==> config.mk <==
export PLATFORM = sky130hd
export DESIGN_NAME = stride_addr_gen
export DESIGN_NICKNAME = d
export VERILOG_FILES = /design/src/hw/mem_pkg.sv /design/src/hw/access_pkg.sv /design/src/hw/stride_addr_gen.sv
export VERILOG_INCLUDE_DIRS = /design/src /design/src/hw
export SDC_FILE = /design/constraint.sdc
export NUM_CORES = 1
export LEC_CHECK = 0
export BUFFER_PORTS_ARGS = -buffer_cell sky130_fd_sc_hd__buf_2
export CAP_MARGIN = 20
export CORE_MARGIN = 2
export CORE_UTILIZATION = 34
export DETAILED_ROUTE_END_ITERATION = 10
export SYNTH_ARGS = -nofsm -noshare
export SYNTH_HDL_FRONTEND = slang
export SYNTH_SLANG_ARGS = --single-unit
==> constraint.sdc <==
create_clock -name clock -period 2.93 [get_ports clock]
set_clock_uncertainty 0.05 [all_clocks]
set_input_delay 0.586 -clock clock [delete_from_list [all_inputs] [get_ports clock]]
set_output_delay 0.586 -clock clock [all_outputs]
set_load 0.03 [all_outputs]
==> src/hw/stride_defs.svh <==
// Sizing macros for the strided access unit
// Included by the packages and by modules that size arrays or counters
`ifndef STRIDE_DEFS_SVH
`define STRIDE_DEFS_SVH

`default_nettype none

// Width of an address, a stride and a length
`define STRIDE_ADDR_W 8

// Width of one data word
`define STRIDE_DATA_W 32

// Words in the local memory and modulus of the address wrap
`define STRIDE_MEM_DEPTH 256

// Starting credit count per load lane and for the store source
`define STRIDE_CREDITS 4

`default_nettype wire

`endif
==> src/hw/mem_pkg.sv <==
// Memory-side types of the strided access unit
// Command into the local memory and the data beats on lanes and store port
`include "stride_defs.svh"
`default_nettype none

package mem_pkg;

	// One memory access with write data ignored on reads
	typedef struct packed {
		logic						valid;								// Command present
		logic						write;								// Store when set
		logic [`STRIDE_ADDR_W-1:0]	addr;								// Word address
		logic [`STRIDE_DATA_W-1:0]	wdata;								// Store data
	} mem_cmd_t;

	typedef struct packed {
		logic						valid;								// Word present
		logic [`STRIDE_DATA_W-1:0]	data;								// Read word
	} load_beat_t;

	typedef struct packed {
		logic						valid;								// Beat present
		logic [`STRIDE_DATA_W-1:0]	data;								// Word to store
	} store_beat_t;

endpackage

`default_nettype wire

==> src/hw/access_pkg.sv <==
// Access-side types of the strided access unit
// Descriptors from the requesters and the grant the arbiter hands on
`include "stride_defs.svh"
`default_nettype none

package access_pkg;

	////////////////////////////////////////////////////////////
	// Requester numbering
	////////////////////////////////////////////////////////////

	typedef logic [1:0] port_id_t;										// Requester number

	localparam port_id_t PORT_LANE0 = 2'd0;								// Load lane 0
	localparam port_id_t PORT_LANE1 = 2'd1;								// Load lane 1
	localparam port_id_t PORT_STORE = 2'd2;								// Store port

	////////////////////////////////////////////////////////////
	// Descriptor and grant
	////////////////////////////////////////////////////////////

	// One strided access where length 0 moves nothing
	typedef struct packed {
		logic [`STRIDE_ADDR_W-1:0]	base;								// First address
		logic [`STRIDE_ADDR_W-1:0]	stride;								// Step per element
		logic [`STRIDE_ADDR_W-1:0]	length;								// Element count
	} desc_t;

	typedef struct packed {
		logic						valid;								// Grant held
		port_id_t					port;								// Granted requester
		desc_t						desc;								// Latched descriptor
	} grant_t;

endpackage

`default_nettype wire

==> src/hw/stride_addr_gen.sv <==
// Strided address generator
// Walks base + i * stride for the granted descriptor, loads under lane credit
// and stores one incoming beat per address, then pulses access_end once
`timescale 1ns/1ps
`include "stride_defs.svh"
`default_nettype none

module stride_addr_gen (
	input  wire logic							clock,
	input  wire logic							reset,
	input  wire access_pkg::grant_t				grant,						// From arbiter
	input  wire logic [1:0]						lane_credit,				// Credit return per lane
	input  wire mem_pkg::store_beat_t			store_in,					// Store data
	output mem_pkg::mem_cmd_t					mem_cmd,					// To memory
	output access_pkg::port_id_t				load_port,					// Lane of last read
	output logic								store_credit,				// Beat accepted
	output logic								access_end					// Access finished
);

	localparam int CRED_W = $clog2(`STRIDE_CREDITS + 1);

	logic						busy;										// Descriptor loaded
	logic						end_q;										// Registered end pulse
	logic [`STRIDE_ADDR_W-1:0]	cur_addr;									// Next address
	logic [`STRIDE_ADDR_W-1:0]	remaining;									// Elements left
	logic [CRED_W-1:0]			credit [2];									// Lane credit counters
	logic [1:0]					lane_hit;									// Granted lane, one hot
	logic [1:0]					credit_ok;									// Lane has credit
	logic [1:0]					credit_take;								// Credit spent this cycle
	logic						start;
	logic						has_work;
	logic						load_fire;
	logic						store_fire;
	logic						issue;
	logic [`STRIDE_ADDR_W-1:0]	next_addr;									// Wrapped address

	////////////////////////////////////////////////////////////
	// Issue decision
	////////////////////////////////////////////////////////////

	always_comb begin
		lane_hit[0] = (grant.port == access_pkg::PORT_LANE0);
		lane_hit[1] = (grant.port == access_pkg::PORT_LANE1);
		credit_ok[0] = (credit[0] != '0);
		credit_ok[1] = (credit[1] != '0);
		start = grant.valid & ~busy;										// First cycle of a grant
		has_work = grant.valid & busy & (remaining != '0);
		load_fire = has_work & |(lane_hit & credit_ok);
		store_fire = has_work & (grant.port == access_pkg::PORT_STORE) & store_in.valid;
		issue = load_fire | store_fire;
		credit_take = load_fire ? lane_hit : 2'b00;
		// Depth equals the address range so the carry drops out
		next_addr = cur_addr + grant.desc.stride;
	end

	always_comb begin
		mem_cmd.valid = issue;
		mem_cmd.write = store_fire;
		mem_cmd.addr = cur_addr;
		mem_cmd.wdata = store_in.data;										// Ignored on reads
	end

	////////////////////////////////////////////////////////////
	// Walk state
	////////////////////////////////////////////////////////////

	always_ff @(posedge clock) begin
		if (reset) begin
			busy <= 1'b0;
			end_q <= 1'b0;
			cur_addr <= '0;
			remaining <= '0;
			load_port <= access_pkg::PORT_LANE0;
		end else begin
			// Zero length ends right after loading
			end_q <= (start & (grant.desc.length == '0)) | (issue & (remaining == 'd1));
			if (!grant.valid) begin
				busy <= 1'b0;												// Rearm once grant drops
			end else if (start) begin
				busy <= 1'b1;
			end
			if (start) begin
				cur_addr <= grant.desc.base;
				remaining <= grant.desc.length;
			end else if (issue) begin
				cur_addr <= next_addr;
				remaining <= remaining - 1'b1;
			end
			if (load_fire) begin
				load_port <= grant.port;									// Travels with read data
			end
		end
	end

	// Up on returned credit and down on issue
	always_ff @(posedge clock) begin
		if (reset) begin
			credit[0] <= CRED_W'(`STRIDE_CREDITS);
			credit[1] <= CRED_W'(`STRIDE_CREDITS);
		end else begin
			for (int i = 0; i < 2; i++) begin
				if (credit_take[i] & ~lane_credit[i]) begin
					credit[i] <= credit[i] - 1'b1;
				end else if (lane_credit[i] & ~credit_take[i]) begin
					credit[i] <= credit[i] + 1'b1;
				end
			end
		end
	end

	assign store_credit = store_fire;										// Same cycle as write
	assign access_end = end_q;

endmodule

`default_nettype wire

After elaboration in Yosys (flattened, before gate mapping)
Memories as Yosys holds them, arrays and structs flattened.
Index checks and enable logic that the tools add are counted.
Widths: inputs -> output; s select.
{"block": "totals", "rom_bits": 0, "mem_count": 1, "wordCells": 73, "mem_bits_rw": 6, "latch_bits": 0, "reg_bits": 20, "input_bits": 64, "out_inout_bits": 46}
{"memory": "credit", "depth": 2, "word_bits": 3, "rd": 2, "rd_clocked_by_memory_dff": 0, "wr": 2, "line": "stride_addr_gen.sv:26", "rtl": "logic [CRED_W-1:0] credit [2];"}
{"block": "op_classes", "n_div": 0, "mux": 25, "n_bitwise": 25, "n_eq_ne": 3, "mul": 0, "n_shift": 0, "n_lt_le_gt_ge": 0, "addsub": 6, "reduce_logical": 8}
{"cell": "$mux 8", "count": 4}
{"cell": "$mux 1", "count": 16}
{"cell": "$and 1x1->1", "count": 12}
{"cell": "$mux 3", "count": 4}
{"cell": "$add 8x8->8", "count": 1}
{"cell": "$eq 8x1->1 const B", "count": 1}
{"cell": "$logic_not 8->1", "count": 1}
{"cell": "$reduce_bool 8->1", "count": 1}
{"cell": "$sub 8x1->8 const B", "count": 1}
{"cell": "$add 3x1->3 const B", "count": 2}
{"cell": "$not 1->1", "count": 6}
{"cell": "$or 1x1->1", "count": 6}
{"cell": "$reduce_bool 3->1", "count": 2}
{"cell": "$sub 3x1->3 const B", "count": 2}
{"cell": "$reduce_or 2->1", "count": 2}
{"cell": "$and 2x2->2", "count": 1}
{"cell": "$eq 2x1->1 const B", "count": 1}
{"cell": "$eq 2x2->1 const B", "count": 1}
{"cell": "$logic_not 2->1", "count": 1}
{"cell": "$mux 2", "count": 1}
{"cell": "$reduce_bool 2->1", "count": 1}

Logic depth before layout (Yosys ltp)
{"block": "depth", "ltp_word": 12, "mapped_depth": 11, "depth_no_buf": 11}

Worst setup path after synthesis
Ideal clock, no wire load.
{"block": "synth_timing", "path_type": "input port to output port", "startpoint": "input port grant[24] (netlist bit)", "endpoint": "output port mem_cmd[40] (netlist bit)", "required_time_ps": 2294, "n_path_buf": 1, "setup_slack_ps": 420, "path_stages": 3, "arrival_time_ps": 1874, "path_cell_list": "nand3b_1 > a211oi_1 > buf_4"}
{"block": "synth_via", "elab_chain_len": 3}
{"element": "start, declared", "line": "stride_addr_gen.sv:11", "rtl": "input wire access_pkg::grant_t grant,"}
{"element": "$eq 2x2->1", "line": "stride_addr_gen.sv:49", "rtl": "store_fire = has_work & (grant.port == access_pkg::PORT_STORE) & store_in.valid;"}
{"element": "$and 1x1->1 (2 in series)", "line": "stride_addr_gen.sv:49"}
{"element": "end, declared", "line": "stride_addr_gen.sv:14", "rtl": "output mem_pkg::mem_cmd_t mem_cmd,"}
No other way between the ends.

==> results.py <==
metrics = {
    "route": {
        "route.vias.total": 1653,
        "routed_wl_um": 4420,
        "drc": 0,
        "viasPerCell": 5.12,
        "post_drt_wl_per_cell_um": 13.7,
        "first_pass_iters": 4,
        "drt_iter0_drc": 43,
        "ant_nets": 0,
    },
    "final_layout": {
        "nNetsFinal": 328,
        "area_delta_synth_final_pct": 4.90,
        "drive_gt1_frac": 0.274,
        "nFillCells": 614,
        "final_common_cell": "buf_2",
        "antenna_cells": 0,
        "final_cell_mix": "buf_2 (45), nor2_1 (20), dfxtp_1 (20), nand2_1 (14)",
    },
    "placement": {
        "numPortBuffers": 45,
        "dpl.hpwl_um": 3400,
        "gp_congestion": 0.839,
    },
    "yosys": {
        "synth_mux_area_frac": 0.0178,
        "netlist_area_um2": 2040,
        "yosys.area_share.simple": 0.229,
        "ys_seq_area_frac": 0.284,
        "netlist-cell-type-count": 52,
        "ys_ff_latch": 26,
        "synthArstFlopShare": 0,
        "ys.flop_type": "dfxtp_1",
        "synth_cells": 237,
        "yosys.area_share.xor_xnor": 0.0300,
        "yosysWarnings": 0,
        "synth_edf_count": 6,
        "synth_top_family_by_area": "simple AND/OR/NAND/NOR gates",
        "synthAdderAreaFrac": 0.0993,
        "syn-num-nets": 316,
        "synth_compound_area_frac": 0.173,
        "avgSynthCellArea_um2": 8.62,
    },
    "timing": {
        "setup_violations": 0,
        "hold_viol_final": 0,
        "finalCritPeriodShare": 0.940,
        "timing.slew.headroom": 0.695,
        "fmax_ghz": 0.363,
        "drv_slew": 0,
        "fin_crit_ns": 2.75,
        "tightest_slew_ns": 0.452,
        "fin_tns_setup_ns": 0,
        "rsz0062_at_grt": "no",
    },
    "cts": {
        "numClockSinks": 26,
        "worstSkewPairLatency_ns": 0.27,
        "cts-hold-fix-buffers": 0,
        "root_buffer": "clkbuf_8",
        "cts_max_path_buffers": 2,
        "cts_tree": "built",
        "numCtsBuffers": 3,
        "cts_setup_buffers": 0,
        "htreeDepth": 1,
        "clkTransAtPathRegs_ns": 0.09,
        "cts_resized": 0,
    },
    "die": {
        "die_w_um": 81.5,
        "dieArea_um2": 6640,
        "core_area_um2": 5850,
        "initial_utilization": 0.349,
        "die_h_um": 81.5,
        "rows": 28,
        "ioPinCount": 110,
    },
    "power": {
        "power_density_nw_per_um2": 406,
        "leakagePower_uw": 0.000894,
        "ir_worst_vdd_mv": 0.219,
        "power_uw": 871,
    },
    "critical_path": {
        "critPathCaptureType": "output port",
        "critPathLaunch": "credit[1][0]$_DFFE_PP_",
        "path_class": "flip-flop to output port",
        "critPathArrivalTime_ns": 2.12,
        "rr_startpoint": "credit[1][0]$_DFFE_PP_",
        "cp.required_ns": 2.29,
        "reg2regPathDepth": 11,
        "crit_end": "mem_cmd[41]",
        "worstPathMaxFanout": 11,
        "r2r_slack_ns": 0.39,
        "cp-start-kind": "flip-flop",
        "r2r_end": "credit[0][2]$_SDFFCE_PP1P_",
    },
    "grt": {
        "grt_max_degree": 29,
        "grt_use_total": 0.140,
        "grt-ovfl-total": 0,
        "grt_first_pass_wirelength_um": 7240,
        "grt_pass1_vias": 1569,
        "antenna_found_initial": 0,
    },
    "status": {
        "status": "finished, final reports clean",
    },
    "hold_path": {
        "min_path_type": "flip-flop to flip-flop",
    },
    "run": {
        "maxCapViolCount": 0,
    },
}
## routing by layer
metal | vias up | GRT usage | wire length [um]
li1 | 823 | - | -
met1 | 777 | 0.179 | 1980
met2 | 49 | 0.237 | 2090
met3 | 4 | 0.0385 | 314
met4 | 0 | 0.0305 | 43
met5 | - | 0 | 0
## sequential cells by signal (all words and copies together) (netlist names)
signal / cells
cur_addr: 8
remaining: 8
credit: 6
load_port: 2
access_end: 1
busy: 1
## report_power, final
group / switching (uW) / internal, uW
logic: 136 / 105
clock network: 114 / 97.3
registers: 24.0 / 395
## through the flow
step / instance area, um^2 / util / cells / setup slack (ns) / hold slack (ns)
2_1_floorplan: 2040 / - / 237 / 0.420 / 0.444
3_3_place_gp: 2100 / 0.358 / 319 / 0.233 / 0.407
3_5_place_dp: 2100 / 0.358 / 319 / 0.146 / 0.421
4_1_cts: 2140 / 0.366 / 323 / 0.138 / 0.436
5_1_grt: 2140 / 0.366 / 323 / 0.0410 / 0.454
6_report: 2140 / 0.366 / 323 / 0.177 / 0.422
## how the worst min path moves through the flow
| stage | start | cells past startpoint | slack, ns | endpoint |
|---|---|---|---|---|
| after floorplan | remaining[7]$_SDFFE_PP0P_ | 2 | 0.44 | remaining[7]$_SDFFE_PP0P_ |
| after global routing | load_port[1]$_SDFFE_PP0N_ | 1 | 0.45 | load_port[1]$_SDFFE_PP0N_ |
| after global placement | load_port[1]$_SDFFE_PP0N_ | 1 | 0.41 | load_port[1]$_SDFFE_PP0N_ |
| after detailed placement | load_port[0]$_SDFFE_PP0N_ | 2 | 0.42 | load_port[0]$_SDFFE_PP0N_ |
| after CTS | load_port[0]$_SDFFE_PP0N_ | 2 | 0.44 | load_port[0]$_SDFFE_PP0N_ |
| final | load_port[0]$_SDFFE_PP0N_ | 2 | 0.42 | load_port[0]$_SDFFE_PP0N_ |
## worst max-delay path: stages (launching register included)
cell,delay [ns]
edfxtp_1,0.40
inv_1,0.06
ha_1,0.19
ha_1,0.17
a21o_1,0.19
o21ai_0,0.23
nand2_2,0.09
inv_2,0.25
buf_2,0.27
## cell families (layout without fill, tap and decap cells)
| logic type | count (synthesis) | in the layout |
|---|---|---|
| and+or+nand+nor | 82 | 82 |
| xor gates and xnor gates | 7 | 7 |
| DFF | 26 | 26 |
| muxes | 3 | 3 |
| adders and majority gates | 15 | 15 |
| AOI/OAI and AO/OA | 50 | 50 |
| buffers and inverters | 54 | 65 |
## Yosys cell counts (6+ instances only)
master / n / area [um^2]
dfxtp_1: 20 / 400
xnor2_1: 6 / 52.6
edfxtp_1: 6 / 180
buf_4: 34 / 255
clkbuf_1: 6 / 22.5
a21oi_1: 13 / 65.1
nor3_1: 7 / 35.0
nand2_1: 14 / 52.6
ha_1: 13 / 163
nor2_1: 20 / 75.1
inv_1: 11 / 41.3
o21ai_0: 7 / 35.0
nand2b_1: 6 / 37.5
nand3_1: 7 / 35.0
## area by class of cell
class                           count  area [um^2]  share of cell area
Timing Repair Buffer               49          255               0.119
Sequential cell                    26          581               0.271
Clock buffer                        4         45.0              0.0210
Multi-Input combinational cell    157         1120               0.524
Inverter                           12         45.0              0.0210
Tap cell                           75         93.8              0.0438
(Power assumes the default switching activity.)
