[src/hw/stride_defs.svh]
// Sizing macros for the strided access unit
// Included by the packages and by modules that size arrays or counters
`ifndef STRIDE_DEFS_SVH
`define STRIDE_DEFS_SVH

`default_nettype none

// Width of an address, a stride and a length
`define STRIDE_ADDR_W 8

// Width of one data word
`define STRIDE_DATA_W 32

// Words in the local memory and modulus of the address wrap
`define STRIDE_MEM_DEPTH 256

// Starting credit count per load lane and for the store source
`define STRIDE_CREDITS 4

`default_nettype wire

`endif
[src/hw/access_pkg.sv]
// Access-side types of the strided access unit
// Descriptors from the requesters and the grant the arbiter hands on
`include "stride_defs.svh"
`default_nettype none

package access_pkg;

	////////////////////////////////////////////////////////////
	// Requester numbering
	////////////////////////////////////////////////////////////

	typedef logic [1:0] port_id_t;										// Requester number

	localparam port_id_t PORT_LANE0 = 2'd0;								// Load lane 0
	localparam port_id_t PORT_LANE1 = 2'd1;								// Load lane 1
	localparam port_id_t PORT_STORE = 2'd2;								// Store port

	////////////////////////////////////////////////////////////
	// Descriptor and grant
	////////////////////////////////////////////////////////////

	// One strided access where length 0 moves nothing
	typedef struct packed {
		logic [`STRIDE_ADDR_W-1:0]	base;								// First address
		logic [`STRIDE_ADDR_W-1:0]	stride;								// Step per element
		logic [`STRIDE_ADDR_W-1:0]	length;								// Element count
	} desc_t;

	typedef struct packed {
		logic						valid;								// Grant held
		port_id_t					port;								// Granted requester
		desc_t						desc;								// Latched descriptor
	} grant_t;

endpackage

`default_nettype wire

[src/hw/access_arbiter.sv]
// Fixed priority arbiter for the three descriptor requesters
// Lane 0 wins over lane 1, lane 1 over the store port
// A grant is held until the address generator reports the end of the access
`timescale 1ns/1ps
`default_nettype none

module access_arbiter (
	input  wire logic							clock,
	input  wire logic							reset,
	input  wire logic [2:0]						req_valid,					// Request per port
	input  wire access_pkg::desc_t [2:0]		req_desc,					// Descriptor per port
	input  wire logic							access_end,					// Last element done
	output access_pkg::grant_t					grant						// Held grant
);

	access_pkg::grant_t		grant_q;										// Registered grant
	logic [2:0]				skip_mask;										// Port that just ended
	logic [2:0]				masked_req;										// Eligible requests
	logic					pick_valid;										// Someone to grant
	access_pkg::port_id_t	pick_id;										// Winning port

	////////////////////////////////////////////////////////////
	// Priority pick
	////////////////////////////////////////////////////////////

	always_comb begin
		masked_req = req_valid & ~skip_mask;								// Ended port still high
		pick_valid = |masked_req;
		pick_id = access_pkg::PORT_LANE0;
		if (masked_req[0]) begin
			pick_id = access_pkg::PORT_LANE0;								// Highest priority
		end else if (masked_req[1]) begin
			pick_id = access_pkg::PORT_LANE1;
		end else if (masked_req[2]) begin
			pick_id = access_pkg::PORT_STORE;								// Lowest priority
		end
	end

	////////////////////////////////////////////////////////////
	// Grant register
	////////////////////////////////////////////////////////////

	always_ff @(posedge clock) begin
		if (reset) begin
			grant_q <= '0;
			skip_mask <= '0;
		end else begin
			// Mask only for the idle cycle after an end
			skip_mask <= access_end ? (3'b001 << grant_q.port) : 3'b000;
			if (grant_q.valid) begin
				if (access_end) begin
					grant_q.valid <= 1'b0;									// Free next cycle
				end
			end else if (pick_valid) begin
				grant_q.valid <= 1'b1;
				grant_q.port <= pick_id;
				grant_q.desc <= req_desc[pick_id];							// Latch descriptor
			end
		end
	end

	assign grant = grant_q;

endmodule

`default_nettype wire

[config.mk]
export PLATFORM = sky130hd
export DESIGN_NAME = access_arbiter
export DESIGN_NICKNAME = d
export VERILOG_FILES = /design/src/hw/access_pkg.sv /design/src/hw/access_arbiter.sv
export VERILOG_INCLUDE_DIRS = /design/src /design/src/hw
export SDC_FILE = /design/constraint.sdc
export NUM_CORES = 1
export LEC_CHECK = 0
export BUFFER_PORTS_ARGS = -buffer_cell sky130_fd_sc_hd__buf_2
export CORE_ASPECT_RATIO = 1.25
export CORE_MARGIN = 10
export CORE_UTILIZATION = 44
export DETAILED_ROUTE_END_ITERATION = 6
export PLACE_DENSITY = 0.82
export SYNTH_ARGS = -nofsm -noshare
export SYNTH_HDL_FRONTEND = slang
export SYNTH_SLANG_ARGS = --single-unit
[constraint.sdc]
create_clock -name clock -period 1.85 [get_ports clock]
set_input_delay 0 -clock clock [delete_from_list [all_inputs] [get_ports clock]]
set_output_delay 0 -clock clock [all_outputs]
set_load 0.02 [all_outputs]
* Word-level counts from Yosys, hierarchy flattened
Index checks and enable logic that the tools add are counted.
** Storage, ports and cells
- Register bits after elaboration :: 30
- Input port bits :: 78
- Output and inout bits :: 27
- Word-level logic and storage cells :: 23
** Operators by class
- $lt $le $gt $ge :: 1
- Shifts and indexed selects :: 1
- Muxes and demuxes :: 8
- Bitwise gates (word level) :: 4
- Reduce and logical (&&, ||, !) cells :: 3
** Operator list (number)
- binary-select mux 24 bit (select 2 bit) :: 1
- two-way mux 27 bit :: 1
- two-way mux 24 bit :: 1
- two-way mux 2 bit :: 3
- AND 3 bit :: 1
- < comparator 2 x 3 -> 1 bit (second input constant) :: 1
- NOT 3 bit :: 1
- OR reduction 3 bit :: 1
- left shift 1 x 2 -> 3 bit (first input constant) :: 1
- two-way mux 1 bit :: 2
- NOT 1 bit :: 2
- AND reduction 2 bit :: 1
- OR reduction 2 bit :: 1

* Longest topological paths before layout
Gate-level depths: netlist of the first run.
- Word-level depth :: 9
- Depth in mapped cells :: 6
- Gate-level depth less buffers :: 4

* Worst setup path before layout of the first run
OpenSTA, ideal clock, no wires.
- Path kind :: register to register
- Start point :: reg grant_q (netlist bit grant[26])
- End point :: reg grant_q (netlist bit grant[0])
- Setup time :: 145 ps
- Arrival :: 1197 ps
- Required time :: 1705 ps
- Setup slack :: 508 ps
- Stages on the path, launching flop included :: 6
- Buffers on the path :: 1
- Period minus slack after synthesis :: 1342 ps
- Path through :: dfxtp_1 nor3b_2 nand3_2 buf_2 o22ai_1 a211oi_2
** On the way
- Word-level cells in the longest chain between the ends :: 2
** RTL lines
- start, declared :: line access_arbiter.sv:16 : access_pkg::grant_t grant_q;
- NOT 1 bit (no line)
- AND reduction 2 bit (no line)
No other way between the ends.
A chain may end at the register's enable or synchronous reset.

* Worst setup path after layout of the first run
- Start point :: reg grant_q (netlist bit grant[26])
- End point :: reg grant_q (netlist bit grant[15])
Same word-level chain as after synthesis.

==> results_dict.tcl, run 1 <==
set metrics [dict create \
    drv_cap 0 \
    synth_simple_gate_area_share_pct 8.57 \
    ctsResizeCount 0 \
    regArea_sq_um 601 \
    postCtsSetupBuffers 0 \
    crit_cells 5 \
    critPathBufInv 1 \
    drive_gt1_share_pct 56.9 \
    period_share_pct 82.5 \
    cts_root_buffer "clkbuf_8" \
    place_inst 268 \
    drt_iter0_markers 25 \
    synth_top_family_by_area "compound AO/OA/AOI/OAI gates" \
    routedWlPerCell_microns 17.2 \
    tightest_slew_ps 446 \
    worstPathRequired_ps 2000 \
    synth-compound-area-share_pct 28.4 \
    cts_tree "built" \
    slew_headroom_pct 70.3 \
    multi_input_area_sq_um 801 \
    worstSetupStartpointType "flip-flop" \
    postCtsHoldBufs 0 \
    grt_pass1_vias 1643 \
    hold_violations 0 \
    via_per_inst 5.32 \
    yosysSeqAreaShare_pct 39.6 \
    max_freq_ghz 0.655 \
    fillers 294 \
    place_congestion 0.747 \
    max_stage_delay_ps 390 \
    cts.clk_slew.worst_paths_ps 60 \
    ys_ff_latch 30 \
    grt_overflow 0 \
    crit_chain "nor3b_2 > nand3_2 > buf_12 > o22ai_1 > a211oi_1" \
    worst-setup-path-type "reg2reg" \
    synth_mux_area_share_pct 15.8 \
    wirelength_mm 4.74 \
    vias 1468 \
    grt_max_degree 27 \
    antenna_violating_nets_post_route 0 \
    hold_depth 3 \
    power.density_mw_per_mm2 863 \
    yosys_warnings 0 \
    peakVddDrop_mv 0.555 \
    avgSynthCellArea_sq_um 11.3 \
    min_path_type "in2reg" \
    diodes 0 \
    rsz0062_at_grt "no" \
    numCtsBuffers 5 \
    hpwl_mm 3.76 \
    period_minus_slack_ps 1530 \
    drv_slew 0 \
    track_usage_pct 14.6 \
    grt_pass1_wl_mm 7.54 \
    finalSetupViolCount 0 \
    fin_nets 316 \
    port_buffers 104 \
    crit_family "simple AND/OR/NAND/NOR gates" \
    rows 23 \
    ff2ff_path_depth 5 \
    skew_ps 7.52 \
    drc 0 \
    tns_ps 0 \
    synth_area_sq_mm 0.00152 \
    syn_to_final_growth_pct 39.2 \
    final_cells 276 \
    synthDistinctLibCells 25 \
    status "finished, final reports clean" \
    cts-htree-levels 2 \
    fp.dieH_microns 85.7 \
    synth_cells 134 \
    synth_xor_area_share_pct 0 \
    cp.arrival_ps 1670 \
    syn-num-nets 212 \
    start_util_pct 46.7 \
    core_area_sq_mm 0.00325 \
    cts.sinks 30 \
    clk_latency_ps 270 \
    num_io_pins 105 \
    timing.critical_path.to_type "flip-flop" \
    synth_adder_area_share_pct 0 \
    dr.pass1.iters 4 \
    cpMaxStageDelayCell "dfxtp_1" \
    critPathMaxFanout 14 \
    die_w_microns 72.5 \
    p_leak_uw 0.00108 \
    die-area_sq_mm 0.00621 \
    grt_antenna_before_repair 0 \
    cts_buffer_depth 2 \
]
area by class of cell:
cell class / count / share of cell area (%)
tap: 37 / 2.19
multi-input combinational: 91 / 37.9
clock inverter: 1 / 0.237
timing repair buffer: 109 / 27.0
sequential: 30 / 28.4
inverter: 1 / 0.178
clock buffer: 7 / 4.09
cells by family (layout without fill, tap and decap cells):
group           Yosys count  after routing
simple gates             16             16
compound gates           51             51
flops                    30             30
buf+inv                  13            118
mux                      24             24
cells in the mapped netlist:
master	instances	area share [%]
dfxtp_1	30	40
mux2i_1	24	16
o22ai_1	23	9.5
a211oi_1	12	5.9
a211oi_2	11	9.1
buf_2	4	1.3
nand2b_4	4	3.6
nor2_1	4	0.99
buf_12	2	2.6
buf_6	2	1.5
nand2b_1	2	0.82
nor3_1	2	0.66
nor3b_1	2	0.99
a2111oi_2	1	0.99
a21oi_1	1	0.33
a21oi_2	1	0.58
a31oi_4	1	1.4
buf_1	1	0.25
buf_4	1	0.49
buf_8	1	0.99
clkbuf_1	1	0.25
inv_1	1	0.25
nand3_2	1	0.66
nor3b_2	1	0.82
o32ai_1	1	0.58
final timing paths:
check             startpoint           end  slack (ps)
setup / recovery   grant[26]     grant[15]         320
hold / removal    access_end  skip_mask[0]          40
setup reg to reg   grant[26]     grant[15]         320
hold reg to reg    grant[24]  skip_mask[2]         500
layout by cell type, fill, tap and decap left out:
master,synthesis,layout
clkbuf_1,1,1
nand2b_1,2,2
nor2_1,4,4
a211oi_1,12,12
buf_2,4,104
mux2i_1,24,24
buf_4,1,4
a2111oi_2,1,1
nor3b_1,2,2
nor3b_2,1,1
clkinv_2,0,1
o22ai_1,23,23
nor3_1,2,2
nand2b_4,4,4
a21oi_2,1,1
o32ai_1,1,1
a31oi_4,1,1
a21oi_1,1,1
inv_1,1,1
a211oi_2,11,11
buf_12,2,1
clkbuf_8,0,6
dfxtp_1,30,30
nand3_2,1,1
per-layer routing:
metal	track usage (%)	up-vias	part of all wire, %
met5	0	-	0
met4	5.36	0	0.97
met3	8.88	4	15
met2	24.2	81	47
met1	14.4	652	38
li1	-	731	-
where the power goes:
group | switching [uW] | internal, uW | leakage, uW
clock | 234 | 300 | 0.0000482
combinational | 297 | 235 | 0.000780
sequential | 39.9 | 718 | 0.000249
total | 571 | 1250 | 0.00108
flip-flops by register name, summed over array words and instances (netlist names):
| signal | count |
|---|---|
| skip_mask | 3 |
| grant | 27 |
worst reg2reg max path, stage by stage, from the launching register on:
cell and delay, ps:
dfxtp_1 390, nor3b_2 250, nand3_2 270, buf_12 250, o22ai_1 170, a211oi_1 70
per-stage QoR:
stage	hold slack (ps)	utilization, %	cell area [sq um]	power, uW	worst slack [ps]
2_1_floorplan	175	-	1520	1130	508
3_3_place_gp	313	62.2	2020	1300	366
3_5_place_dp	328	62.2	2020	1310	342
4_1_cts	30.6	65.0	2110	1840	331
5_1_grt	68.5	65.0	2110	1920	196
6_report	41.6	65.0	2110	1820	324
Note: power is estimated with default switching activity, not from simulation.
==> inputs of run 2 (changes only) <==
Settings changed: CORE_UTILIZATION 44 to 37, PLACE_DENSITY 0.82 to 0.73.
Clock period 1.85 ns to 1.4 ns, I/O delays scaled along.
==> run 2 against run 1 <==
- register-to-register slack got worse by 210 ps
- sequential cell count unchanged
- setup slack lost 210 ps
- global-route usage is 0.89 points lower
==> results_dict.tcl, run 2 (same netlist as run 1, synthesis figures left out) <==
set metrics [dict create \
    clk_latency_ps 270 \
    cts.clk_slew.worst_paths_ps 60 \
    postCtsSetupBuffers 0 \
    swShare_pct 31.1 \
    regToRegSetupSlack_ps 110 \
    port_buffers 104 \
    largest_reg_flops 27 \
    place_inst 292 \
    critical_path.startpoint "grant[26]" \
    postCtsHoldBufs 0 \
    core_area_sq_mm 0.00403 \
    timing.critical_path.to_type "flip-flop" \
    die_w_microns 77.3 \
    cp.arrival_ps 1440 \
    period_minus_slack_ps 1290 \
    die-area_sq_mm 0.00708 \
    drv_slew 0 \
    vias 1506 \
    hold_violations 0 \
    ff2ff_path_depth 5 \
    power.density_mw_per_mm2 1080 \
    placed_area_sq_mm 0.00212 \
    wirelength_mm 4.97 \
    p_comb_share_pct 31.6 \
    cts-htree-levels 2 \
    critPathCapture "grant[8]" \
    crit_chain "nor3b_2 > nand3_2 > buf_4 > o22ai_1 > a211oi_2" \
    start_util_pct 37.6 \
    antenna_violating_nets_post_route 0 \
    place_congestion 0.818 \
    max_stage_delay_ps 350 \
    numCtsBuffers 5 \
    final_cells 299 \
    fin_hold_ws_ps 33.2 \
    drv_cap 0 \
    internal_power_uw 1640 \
    cts_tree "built" \
    worstPathRequired_ps 1550 \
    track_usage_pct 13.7 \
    rsz0062_at_grt "no" \
    via_per_inst 5.04 \
    routedWlPerCell_microns 16.6 \
    min_path_type "in2reg" \
    syn_to_final_growth_pct 44.8 \
    skew_ps 2.15 \
    fin_nets 321 \
    drt_iter0_markers 26 \
    cts_buffer_depth 2 \
    worstSetupStartpointType "flip-flop" \
    grt_overflow 0 \
    critPathMaxFanout 6 \
    worst-setup-path-type "reg2reg" \
    hpwl_mm 4.06 \
    final_area_sq_mm 0.00220 \
    pwr-share-seq_pct 42.1 \
    p_leak_uw 0.00111 \
    ctsResizeCount 0 \
    grt_pass1_wl_mm 7.90 \
    finalSetupViolCount 0 \
    diodes 0 \
    drive_gt1_share_pct 57.2 \
    drc 0 \
    period_share_pct 92.2 \
    switchingPower_uw 738 \
    cts.sinks 30 \
    cts_root_buffer "clkbuf_8" \
    grt_max_degree 19 \
    final_cell_mix "buf_2, dfxtp_1, mux2i_1" \
    layout_commonest_cell "buf_2" \
    peakVddDrop_mv 0.558 \
    tightest_slew_ps 346 \
    max_freq_ghz 0.775 \
    reg2reg_from "grant[26]" \
    cpMaxStageDelayCell "dfxtp_1" \
    slew_headroom_pct 76.9 \
    tns_ps 0 \
    rr_endpoint "grant[8]" \
    fp.dieH_microns 91.6 \
    grt_pass1_vias 1661 \
    dr.pass1.iters 4 \
    grt_antenna_before_repair 0 \
    num_io_pins 105 \
    clock_power_share_pct 26.3 \
    status "finished, final reports clean" \
    rows 26 \
]
-- run 2: changes by cell type in the layout (fill, tap and decap cells not counted) --
cell      previous run  this run
clkinv_2             1         0
clkbuf_1             1         2
buf_4                4         6
clkbuf_8             6         5
buf_12               1         4
-- run 2: metal layers --
metal  track usage [%]  up-vias  part of all wire [%]
li1                  -      742                     -
met1              14.0      683                    41
met2              23.3       74                    48
met3              7.89        7                   9.7
met4              3.66        0                   1.3
met5                 0        -                     0
-- run 2: cell type report --
class                      count  area (sq um)
timing repair buffer         114           646
fill                         411          1840
clock buffer                   7          76.3
sequential                    30           601
tap                           56          70.1
multi-input combinational     91           801
inverter                       1          3.75
-- run 2: worst min-delay path by stage --
stage,slack (ps),cells after the start,from,to
3_3_place_gp,320,3,access_end,skip_mask[0]
2_1_floorplan,180,3,access_end,grant[26]
5_1_grt,50,3,access_end,skip_mask[1]
6_report,30,3,access_end,skip_mask[0]
3_5_place_dp,310,3,access_end,skip_mask[0]
4_1_cts,20,3,access_end,skip_mask[0]
-- run 2: power by group through the flow --
| stage | clock network [uW] | logic [uW] | registers (uW) |
|---|---|---|---|
| after CTS | 658 | 760 | 999 |
| final | 625 | 749 | 999 |
| after global routing | 697 | 813 | 1010 |
| after floorplan | 0 | 360 | 1130 |
| after global placement | 0 | 745 | 1020 |
| after detailed placement | 0 | 758 | 1020 |
-- run 2: worst max-delay path, delay by kind of cell (launching register included) --
family | cells | cell delay (ps)
AOI/OAI and AO/OA | 2 | 240
and+or+nand+nor | 2 | 390
DFF | 1 | 350
buffers and inverters | 1 | 180
-- run 2: per-stage QoR --
stage                     worst slack, ps  power (uW)  util (%)
after floorplan                      58.3        1490         -
after global placement                154        1760      52.6
after detailed placement              109        1770      52.6
after CTS                            94.2        2420      54.5
after global routing                 26.2        2520      54.5
final                                 109        2370      54.5
==> inputs of run 3 (changes only) <==
Settings changed: CORE_UTILIZATION 37 to 44, PLACE_DENSITY 0.73 to 0.82.
Clock period 1.4 ns to 1.5 ns, I/O delays scaled along.
==> run 3 against run 2 <==
- sequential power fell by 6.3%
- clock skew increased by 2.9 ps
- design area decreased by 0.74%
- register-to-register slack better by 60 ps
- die area decreased by 12%
- clock-buffer cell count decreased by 2
- total power increased by 1.1%
- critical endpoint unchanged
==> results_dict.tcl, run 3 (same netlist as run 1, synthesis figures left out) <==
set metrics [dict create \
    finalSetupViolCount 0 \
    cts.clk_slew.worst_paths_ps 70 \
    drv_slew 0 \
    hold_violations 0 \
    drv_cap 0 \
    core_area_sq_mm 0.00325 \
    antenna_violating_nets_post_route 0 \
    cts_buffer_depth 2 \
    routedWlPerCell_microns 17.4 \
    fillers 286 \
    crit_family "compound AO/OA/AOI/OAI gates" \
    regArea_sq_um 601 \
    grt_pass1_wl_mm 7.91 \
    rr_endpoint "grant[8]" \
    crit_chain "nand2b_4 > a31oi_4 > buf_4 > o22ai_1 > a211oi_2" \
    grt_max_degree 21 \
    vias 1505 \
    layout_commonest_cell "buf_2" \
    power.density_mw_per_mm2 1100 \
    diodes 0 \
    period_minus_slack_ps 1330 \
    hpwl_mm 3.95 \
    placed_area_sq_mm 0.00207 \
    multi_input_area_sq_um 801 \
    finalPower_uw 2400 \
    worstSetupStartpointType "flip-flop" \
    drc 0 \
    grt_pass1_vias 1675 \
    cts_tree "built" \
    regToRegSetupSlack_ps 170 \
    syn_to_final_growth_pct 43.7 \
    tns_ps 0 \
    slew_headroom_pct 71.0 \
    timing.critical_path.to_type "flip-flop" \
    largest_reg_flops 27 \
    place_congestion 0.705 \
    final_cell_mix "buf_2, dfxtp_1, mux2i_1" \
    fin_nets 321 \
    grt_overflow 0 \
    ff2ff_path_depth 5 \
    ctsResizeCount 0 \
    worst-setup-path-type "reg2reg" \
    dr.pass1.iters 4 \
    rsz0062_at_grt "no" \
    cts_root_buffer "clkbuf_8" \
    start_util_pct 46.7 \
    skew_ps 5.00 \
    num_io_pins 105 \
    status "finished, final reports clean" \
    port_buffers 104 \
    fin_hold_ws_ps 25.0 \
    cpMaxStageDelayCell "dfxtp_1" \
    max_stage_delay_ps 300 \
    critPathMaxFanout 12 \
    tightest_slew_ps 435 \
    critPathBufInv 1 \
    die_w_microns 72.5 \
    reg2reg_from "skip_mask[0]" \
    p_leak_uw 0.00111 \
    rows 23 \
    postCtsSetupBuffers 0 \
    cp.arrival_ps 1530 \
    cts-htree-levels 2 \
    worstHoldEndpoint "skip_mask[0]" \
    wirelength_mm 4.89 \
    drive_gt1_share_pct 58.2 \
    fp.dieH_microns 85.7 \
    die-area_sq_mm 0.00621 \
    drt_iter0_markers 99 \
    period_share_pct 88.4 \
    worstPathRequired_ps 1700 \
    peakVddDrop_mv 0.800 \
    clk_latency_ps 280 \
    grt_antenna_before_repair 0 \
    track_usage_pct 15.4 \
    hold_depth 3 \
    holdCritStartpoint "access_end" \
    via_per_inst 5.36 \
    numCtsBuffers 5 \
    max_freq_ghz 0.754 \
    cts.sinks 30 \
    min_path_type "in2reg" \
    postCtsHoldBufs 0 \
    crit_cells 5 \
    final_area_sq_mm 0.00218 \
]
[run 3: cell types whose count changed in the layout (fill, tap and decap cells not counted), sizes merged]
cell	change
clkinv	+2
bufinv	+1
clkbuf	-2
[run 3: power by group]
part | internal, uW | leakage [uW] | switching [uW]
logic | 310 | 0.000807 | 371
registers | 885 | 0.000249 | 50.8
clock network | 488 | 0.0000579 | 295
[run 3: cell type report]
type / count / share of cell area [%]
Multi-Input combinational cell: 91 / 36.7
Clock buffer: 5 / 3.16
Timing Repair Buffer: 114 / 28.5
Clock inverter: 3 / 1.84
Inverter: 1 / 0.172
Sequential cell: 30 / 27.5
Tap cell: 37 / 2.12
[run 3: worst max path at each step]
stage | from | endpoint
2_1_floorplan | grant[26] | grant[0]
3_3_place_gp | skip_mask[1] | grant[3]
3_5_place_dp | skip_mask[0] | grant[8]
4_1_cts | skip_mask[0] | grant[8]
5_1_grt | skip_mask[0] | grant[13]
6_report | skip_mask[0] | grant[8]
[run 3: tightest hold or removal path, stage by stage]
cell,delay (ps)
buf_2,100
nand2b_1,100
nor3_1,50
[run 3: metal layers]
layer	share of wire [%]	wire (microns)	up-vias	GRT usage (%)
met5	0	0	-	0
met2	48	2350	77	26.5
met3	13	624	4	8.77
met1	39	1890	684	15.0
li1	-	-	740	-
met4	0.49	24	0	5.02
[run 3: stage by stage]
step	instances	setup slack (ps)	utilization, %
final	281	174	67.1
after global routing	281	52.4	67.1
after CTS	281	173	67.1
after detailed placement	273	182	63.7
after global placement	273	220	63.7
after floorplan	134	158	-
